### config.mk
export PLATFORM = sky130hd
export DESIGN_NAME = mem_sys_top
export DESIGN_NICKNAME = d
export VERILOG_FILES = /design/src/mem_sys_pkg.sv /design/src/mem_sys_top.sv /design/src/uart_tx.sv /design/src/event_counter.sv /design/src/data_store.sv /design/src/inst_store.sv /design/src/req_router.sv
export SDC_FILE = /design/constraint.sdc
export NUM_CORES = 2
export LEC_CHECK = 0
export ABC_CLOCK_PERIOD_IN_PS = 3400
export BUFFER_PORTS_ARGS = -buffer_cell sky130_fd_sc_hd__buf_2
export CORE_ASPECT_RATIO = 0.7
export CORE_UTILIZATION = 40
export DETAILED_ROUTE_END_ITERATION = 10
export SKIP_CTS_REPAIR_TIMING = 1
export SLEW_MARGIN = 40
export SYNTH_ARGS = -nofsm -noshare
export SYNTH_HDL_FRONTEND = slang
export SYNTH_HIERARCHICAL = 1
export SYNTH_SLANG_ARGS = --single-unit
### constraint.sdc
create_clock -name clk_cpu -period 3.4 [get_ports clk_cpu]
set_input_delay 0.34 -clock clk_cpu [delete_from_list [all_inputs] [get_ports clk_cpu]]
set_output_delay 0.34 -clock clk_cpu [all_outputs]
set_load 0.03 [all_outputs]
### src/mem_sys_pkg.sv
package mem_sys_pkg;

	// Memory map. Instruction region is 0x000 to end_inst.
	localparam logic [31:0] end_inst = 32'h0000_00fc;
	localparam int inst_words = 64;

	// Data region starts above end_inst; high addresses alias into the store.
	localparam int data_words = 64;

	// Bit time kept short for simulation.
	localparam int clks_per_bit = 8;

	// Three 16-bit counts, low byte first.
	localparam int report_bytes = 6;

	typedef enum logic {
		region_inst,
		region_data
	} region_e;

	typedef struct packed {
		logic [31:0] addr;
		logic [31:0] wdata;
		logic [3:0]  strobe; // Bit 0 strobes the low byte.
		logic        read;
		logic        write;
	} mem_req_t;

	typedef struct packed {
		logic [31:0] rdata;
		logic        ready;
	} mem_rsp_t;

endpackage
### src/mem_sys_top.sv
`timescale 1ns/1ps

module mem_sys_top (
	input  logic                  clk_cpu,
	input  logic                  rst,
	input  logic                  enb,
	input  mem_sys_pkg::mem_req_t req,
	output mem_sys_pkg::mem_rsp_t rsp,
	input  logic                  report,
	output logic                  tx
);

	mem_sys_pkg::mem_req_t inst_req;
	mem_sys_pkg::mem_rsp_t inst_rsp;
	mem_sys_pkg::mem_req_t data_req;
	mem_sys_pkg::mem_rsp_t data_rsp;
	logic       ev_inst_read;
	logic       ev_data_read;
	logic       ev_data_write;
	logic [7:0] tx_byte;
	logic       tx_start;
	logic       tx_busy;

	req_router u_router (
		.clk_cpu(clk_cpu), .rst(rst), .req(req),
		.inst_req(inst_req), .inst_rsp(inst_rsp),
		.data_req(data_req), .data_rsp(data_rsp), .rsp(rsp),
		.ev_inst_read(ev_inst_read), .ev_data_read(ev_data_read),
		.ev_data_write(ev_data_write)
	);

	inst_store u_inst_store (.clk_cpu(clk_cpu), .rst(rst), .enb(enb), .req(inst_req), .rsp(inst_rsp));

	data_store u_data_store (.clk_cpu(clk_cpu), .rst(rst), .req(data_req), .rsp(data_rsp));

	event_counter u_event_counter (
		.clk_cpu(clk_cpu), .rst(rst),
		.ev_inst_read(ev_inst_read), .ev_data_read(ev_data_read),
		.ev_data_write(ev_data_write), .report(report), .tx_busy(tx_busy),
		.tx_byte(tx_byte), .tx_start(tx_start)
	);

	uart_tx u_uart_tx (
		.clk_cpu(clk_cpu), .rst(rst), .tx_byte(tx_byte),
		.tx_start(tx_start), .tx_busy(tx_busy), .tx(tx)
	);

endmodule

### src/uart_tx.sv
`timescale 1ns/1ps

module uart_tx (
	input  logic       clk_cpu,
	input  logic       rst,
	input  logic [7:0] tx_byte,
	input  logic       tx_start,
	output logic       tx_busy,
	output logic       tx
);

	typedef enum logic [1:0] {
		idle,
		start,
		data,
		stop
	} state_e;

	state_e state;
	logic [$clog2(mem_sys_pkg::clks_per_bit)-1:0] cnt; // Cycles into the current bit.
	logic [2:0] bit_idx;
	logic [7:0] shift;
	logic       bit_done;

	assign bit_done = (int'(cnt) == mem_sys_pkg::clks_per_bit - 1);

	always_ff @(posedge clk_cpu) begin
		if (rst) begin
			state   <= idle;
			cnt     <= '0;
			bit_idx <= '0;
		end else begin
			cnt <= (state == idle || bit_done) ? '0 : cnt + 1'b1;
			case (state)
				idle: if (tx_start) begin
					shift   <= tx_byte;
					bit_idx <= '0;
					state   <= start;
				end
				start: if (bit_done) state <= data;
				data: if (bit_done) begin
					shift   <= shift >> 1; // LSB first.
					bit_idx <= bit_idx + 1'b1;
					if (bit_idx == 3'd7)
						state <= stop;
				end
				stop: if (bit_done) state <= idle;
				default: state <= idle;
			endcase
		end
	end

	assign tx_busy = (state != idle);

	always_comb begin
		case (state)
			start:   tx = 1'b0;
			data:    tx = shift[0];
			default: tx = 1'b1; // Idle and stop bit.
		endcase
	end

endmodule

### src/event_counter.sv
`timescale 1ns/1ps

module event_counter (
	input  logic       clk_cpu,
	input  logic       rst,
	input  logic       ev_inst_read,
	input  logic       ev_data_read,
	input  logic       ev_data_write,
	input  logic       report,
	input  logic       tx_busy,
	output logic [7:0] tx_byte,
	output logic       tx_start
);

	typedef enum logic [1:0] {
		idle,
		send,
		wait_busy
	} state_e;

	state_e state;
	logic [15:0] cnt_ir;
	logic [15:0] cnt_dr;
	logic [15:0] cnt_dw;
	logic [47:0] snap; // Data writes, data reads, inst reads from the top down.
	logic [$clog2(mem_sys_pkg::report_bytes)-1:0] idx;

	function automatic logic [15:0] sat_inc(input logic [15:0] cnt, input logic ev);
		if (ev && cnt != 16'hffff)
			return cnt + 16'd1;
		return cnt;
	endfunction

	always_ff @(posedge clk_cpu) begin
		if (rst) begin
			cnt_ir <= '0;
			cnt_dr <= '0;
			cnt_dw <= '0;
		end else begin
			cnt_ir <= sat_inc(cnt_ir, ev_inst_read);
			cnt_dr <= sat_inc(cnt_dr, ev_data_read);
			cnt_dw <= sat_inc(cnt_dw, ev_data_write);
		end
	end

	always_ff @(posedge clk_cpu) begin
		if (rst) begin
			state <= idle;
			idx   <= '0;
		end else begin
			case (state)
				idle: if (report) begin // Strobes during a report fall here only when idle.
					snap  <= {cnt_dw, cnt_dr, cnt_ir};
					idx   <= '0;
					state <= send;
				end
				send: state <= wait_busy;
				wait_busy: if (!tx_busy) begin
					if (int'(idx) == mem_sys_pkg::report_bytes - 1) begin
						state <= idle;
					end else begin
						idx   <= idx + 1'b1;
						state <= send;
					end
				end
				default: state <= idle;
			endcase
		end
	end

	assign tx_start = (state == send);
	assign tx_byte  = snap[8*idx +: 8];

endmodule

### src/data_store.sv
`timescale 1ns/1ps

module data_store (
	input  logic                  clk_cpu,
	input  logic                  rst,
	input  mem_sys_pkg::mem_req_t req,
	output mem_sys_pkg::mem_rsp_t rsp
);

	logic [31:0] mem [mem_sys_pkg::data_words];
	logic [$clog2(mem_sys_pkg::data_words)-1:0] idx;

	// Upper address bits are not decoded.
	assign idx = req.addr[2 +: $clog2(mem_sys_pkg::data_words)];

	initial begin
		for (int i = 0; i < mem_sys_pkg::data_words; i++)
			mem[i] = '0;
	end

	// One byte lane per strobe bit.
	always_ff @(posedge clk_cpu) begin
		if (req.write) begin
			for (int lane = 0; lane < 4; lane++) begin
				if (req.strobe[lane])
					mem[idx][8*lane +: 8] <= req.wdata[8*lane +: 8];
			end
		end
	end

	always_ff @(posedge clk_cpu) begin
		if (rst) begin
			rsp.ready <= 1'b0;
		end else begin
			rsp.ready <= req.read | req.write;
			rsp.rdata <= req.read ? mem[idx] : '0;
		end
	end

endmodule

### src/inst_store.sv
`timescale 1ns/1ps

module inst_store (
	input  logic                  clk_cpu,
	input  logic                  rst,
	input  logic                  enb,
	input  mem_sys_pkg::mem_req_t req,
	output mem_sys_pkg::mem_rsp_t rsp
);

	logic [31:0] mem [mem_sys_pkg::inst_words];
	logic [$clog2(mem_sys_pkg::inst_words)-1:0] idx;

	assign idx = req.addr[2 +: $clog2(mem_sys_pkg::inst_words)];

	initial begin
		for (int i = 0; i < mem_sys_pkg::inst_words; i++)
			mem[i] = '0;
	end

	// Load phase only; strobe is ignored.
	always_ff @(posedge clk_cpu) begin
		if (req.write && !enb)
			mem[idx] <= req.wdata;
	end

	// Dropped writes are answered too.
	always_ff @(posedge clk_cpu) begin
		if (rst) begin
			rsp.ready <= 1'b0;
		end else begin
			rsp.ready <= req.read | req.write;
			rsp.rdata <= req.read ? mem[idx] : '0; // Writes answer zero.
		end
	end

endmodule

### src/req_router.sv
`timescale 1ns/1ps

module req_router (
	input  logic                  clk_cpu,
	input  logic                  rst,
	input  mem_sys_pkg::mem_req_t req,
	output mem_sys_pkg::mem_req_t inst_req,
	input  mem_sys_pkg::mem_rsp_t inst_rsp,
	output mem_sys_pkg::mem_req_t data_req,
	input  mem_sys_pkg::mem_rsp_t data_rsp,
	output mem_sys_pkg::mem_rsp_t rsp,
	output logic                  ev_inst_read,
	output logic                  ev_data_read,
	output logic                  ev_data_write
);

	mem_sys_pkg::mem_req_t req_q;
	mem_sys_pkg::region_e  region_d;
	mem_sys_pkg::region_e  region_q;  // Region of the request being forwarded.
	mem_sys_pkg::region_e  region_q2; // Region of the request being answered.

	assign region_d = (req.addr <= mem_sys_pkg::end_inst) ?
		mem_sys_pkg::region_inst : mem_sys_pkg::region_data;

	always_ff @(posedge clk_cpu) begin
		if (rst) begin
			req_q.read  <= 1'b0;
			req_q.write <= 1'b0;
			region_q    <= mem_sys_pkg::region_inst;
			region_q2   <= mem_sys_pkg::region_inst;
		end else begin
			req_q     <= req;
			region_q  <= region_d;
			region_q2 <= region_q;
		end
	end

	// Only the selected store sees the strobes.
	always_comb begin
		inst_req       = req_q;
		inst_req.read  = req_q.read & (region_q == mem_sys_pkg::region_inst);
		inst_req.write = req_q.write & (region_q == mem_sys_pkg::region_inst);
		data_req       = req_q;
		data_req.read  = req_q.read & (region_q == mem_sys_pkg::region_data);
		data_req.write = req_q.write & (region_q == mem_sys_pkg::region_data);
	end

	// Instruction writes are load traffic and raise no event.
	assign ev_inst_read  = inst_req.read;
	assign ev_data_read  = data_req.read;
	assign ev_data_write = data_req.write;

	// Steered by the region of the answered request, so mixed
	// back-to-back traffic returns the right store's word.
	always_comb begin
		if (region_q2 == mem_sys_pkg::region_inst)
			rsp = inst_rsp;
		else
			rsp = data_rsp;
	end

endmodule

# Yosys cells after proc, flatten, opt, wreduce, memory -nomap -nowiden
# Memory sizes are Yosys's and may differ from the RTL's. A register that Yosys moved wholly into a read port is not among the register bits.
# Index checks and enable logic that the tools add are counted.
[totals] regBits=167 latch_bits=0 mem_bits_rw=4096 rom_bits=0 output_inout_bits=34 word_cells=124 mem_count=2
[classes] n_addsub=6 multipliers=0 div=0 order_cmp=1 n_eq_ne=19 n_shift=1 mux=46 bitwise_logic=8 reduce_logical=22
[memory_table] name="u_data_store.mem" words=64 word_bits=32 rd=1 rd_ports_with_merged_regs=1 wr=1 line_no="data_store.sv:10" text="logic [31:0] mem [mem_sys_pkg::data_words];"
[memory_table] name="u_inst_store.mem" words=64 word_bits=32 rd=1 rd_ports_with_merged_regs=1 wr=1 line_no="inst_store.sv:11" text="logic [31:0] mem [mem_sys_pkg::inst_words];"
[ops] op="$add 16x1->16 const B" count=3
[ops] op="$mux 16" count=3
[ops] op="$ne 16x16->1 const B" count=3
[ops] op="$shiftx 48x7->8" count=1
[ops] op="$mux 33" count=1
[ops] op="$le 32x8->1 const B" count=1
[ops] op="$mux 1" count=22
[ops] op="$mux 8" count=2
[ops] op="$pmux 8 s2" count=1
[ops] op="$mux 3" count=5
[ops] op="$mux 2" count=7
[ops] op="$pmux 3 s2" count=2
[ops] op="$add 3x1->3 const B" count=3
[ops] op="$ne 2x1->1 const B" count=4
[ops] op="$ne 2x2->1 const B" count=4
[ops] op="$pmux 2 s4" count=1
[ops] op="$reduce_and 4->1" count=2
[ops] op="$eq 2x2->1 const B" count=3
[ops] op="$eq 3x3->1 const B" count=2
[ops] op="$pmux 2 s3" count=1
[ops] op="$reduce_and 3->1" count=2
[ops] op="$reduce_bool 2->1" count=3
[ops] op="$logic_not 1->1" count=5
[ops] op="$reduce_and 5->1" count=1
[ops] op="11 further kinds" count=21

# Depth between registers and ports, before layout
[logic_depth] depth_word=5 ltp_mapped=12

# Modules after synthesis
# Netlist, hierarchy kept.
[modules_own_cells] module="data_store" n_inst=1 cells_each=4766 area_each_um2=80113.1 seq_area_each_um2=62479.9
[modules_own_cells] module="inst_store" n_inst=1 cells_each=4378 area_each_um2=78829.4 seq_area_each_um2=62479.9
[modules_own_cells] module="event_counter" n_inst=1 cells_each=410 area_each_um2=4631.9 seq_area_each_um2=2502.4
[modules_own_cells] module="req_router" n_inst=1 cells_each=267 area_each_um2=3841.2 seq_area_each_um2=2122.0
[modules_own_cells] module="uart_tx" n_inst=1 cells_each=70 area_each_um2=817.0 seq_area_each_um2=400.4

# Least setup slack after synthesis
# OpenSTA, ideal clock, no wires.
[synth_path] path_kind="register -> register" startpoint="reg u_router.req_q (netlist bit u_router/data_req[41])" endpoint="mem u_inst_store.mem[12][0] (enable)" t_arrival_ns=3.136 setup_slack_ns=-0.157 stages_incl_launch_ff=10 n_path_buf=6 path_cell_list="edfxtp_1 buf_4 buf_6 buf_6 nor2_2 buf_2 buf_4 buf_2 nand3_1 nor2_1"
[synth_rtl] element="start, declared" line_no="req_router.sv:17" text="mem_sys_pkg::mem_req_t req_q;"
[synth_rtl] element="start signal, assigned" line_no="req_router.sv:32" text="req_q <= req;"
[synth_rtl] element="end, declared" line_no="inst_store.sv:11"
# Straight into the memory's write port.

==> flow_summary.yaml <==
outcome:
  status: "complete, but fails checks"
  violations: "setup timing"
die:
  io_pins: 108
  die_x_microns: 774
  rows: 198
  fp.dieH_microns: 543
  core-area_sq_um: 416000
  start_util_pct: 40.2
  dieArea_sq_um: 420000
timing:
  drv_slew: 0
  finalHoldViolCount: 0
  skew_ps: 76.4
  post-route-period-util_pct: 102
  rsz0062_at_grt: "yes"
  finalSetupViolations: 6
  layout_setup_ws_ps: -77.2
  min_period_ps: 3480
  worst_slew_pin_slew_ps: 992
  fmax_mhz: 288
  maxSlewHeadroom_pct: 33.2
  finalSetupTns_ps: -186
  holdWs_ps: 71.6
route:
  drt_first_pass_iters: 7
  vias: 104000
  wirelength_mm: 561
  viasPerCell: 6.29
  drt-initial-drc-count: 15100
  wl_per_cell_microns: 34.1
  antenna_left: 0
  drc: 0
finish:
  area_growth_pct: 17.2
  drive_gt1_share_pct: 20.6
  finalNetCount: 10700
  fillers: 34700
  multiInputGateArea_sq_um: 34500
  fin_area_sq_um: 196000
  layout_commonest_cell: "edfxtp_1"
  fin_util_pct: 47.1
  seq_area_sq_um: 129000
  final_cell_mix: "edfxtp_1, buf_4, a22oi_1"
min_path:
  worstHoldStart: "req[8]"
  hp-class: "in -> reg"
setup_path:
  max_stage_delay_ps: 640
  crit_required_ps: 4110
  r2r-start: "u_router/data_req[40]"
  cp.arrival_ps: 4190
  crit_type: "reg -> reg"
  cp-start-kind: "flip-flop"
  crit_path_end_kind: "flip-flop"
  cpMostUsedCell: "buf_12"
  crit_chain: "buf_12, nor2b_4, buf_12, buf_12, buf_4, a22oi_1, o22ai_1, nor4_1, buf_4, o21ai_0, o41a_1"
  worst_path_max_delay_cell: "nor4_1"
  startpoint: "u_router/data_req[40]"
  cp_max_fo: 42
global_routing:
  overflow: 0
  grt_max_degree: 129
  antenna_found_initial: 39
  grt_pass1_vias: 96900
  grt_usage_pct: 25.8
  grt_pass1_wl_mm: 770
clocking:
  cts_tree: "built"
  numCtsBuffers: 407
  clk_pin_slew_worst_paths_ps: 60
  cts_buffer_depth: 4
  root_buffer: "clkbuf_16"
  cts-htree-levels: 5
  numClockSinks: 4325
  worstSkewPairLatency_ps: 980
placed_design:
  place_hpwl_mm: 361
  place.gp.congestion: 0.962
  placed_area_sq_um: 182000
  portBuffers: 107
yosys:
  syn_inst: 9809
  avgSynthCellArea_sq_um: 17.0
  synth_nets: 9898
  ys_warn_count: 6
  syn_area_sq_um: 167000
power:
  peakVddDrop_mv: 0.380
  finalPower_w: 0.115
  powerDensity_nw_per_um2: 589
  power_leakage_nw: 62.2
job:
  cap_violations: 0
-- sequential cells by signal, indices dropped and copies added (netlist names), 2 cells and up --
signal	count
u_event_counter/cnt_dw	16
u_uart_tx/bit_idx	3
u_event_counter/cnt_ir	16
u_event_counter/snap	48
u_event_counter/idx	3
u_data_store/mem	2048
u_uart_tx/cnt	3
u_uart_tx/state	2
u_inst_store/rsp	33
u_event_counter/cnt_dr	16
u_router/req_q	2
u_inst_store/mem	2048
u_event_counter/state	2
u_uart_tx/shift	8
u_data_store/rsp	33
u_router/data_req	42
-- report_power, final --
group	internal (W)	switching [W]
sequential	0.0592	0.000263
clock	0.0249	0.0202
combinational	0.00323	0.00744
-- worst max-delay path: cells and delay by family, from the launching register on --
kind | cells | cell delay [ps]
flops | 1 | 450
simple gates | 2 | 860
compound gates | 4 | 750
buf+inv | 5 | 1040
-- through the flow --
stage | worst slack (ps) | instances
after floorplan | -157 | 9809
after global placement | -449 | 15600
after detailed placement | -307 | 15600
after CTS | -322 | 16400
after global routing | -25.6 | 16400
final | -77.2 | 16500
-- routing by layer --
layer	wire length (microns)	vias up	GRT usage [%]
met3	87400	810	9.96
met5	299	-	0
met1	229000	53300	38.1
met4	17300	14	7.30
li1	-	42100	-
met2	228000	7305	35.1
-- cell type report --
cell class              count  area share [%]
flip-flops and latches   4325            66.0
multi-input cells        4632            17.6
repair buffers           1218            6.14
clock buffers             486            5.40
well taps                5500            3.52
clock inverters           242            1.19
inverters                  30          0.0633
diodes                     25          0.0320
-- final timing paths --
kind / endpoint / slack, ps / cells after the start
setup / recovery: u_inst_store/rsp[17] / -80 / 11
hold / removal: u_router/data_req[8] / 70 / 2
setup reg to reg: u_inst_store/rsp[17] / -80 / 11
hold reg to reg: u_uart_tx/cnt[0] / 420 / 1
(Power assumes the default switching activity.)
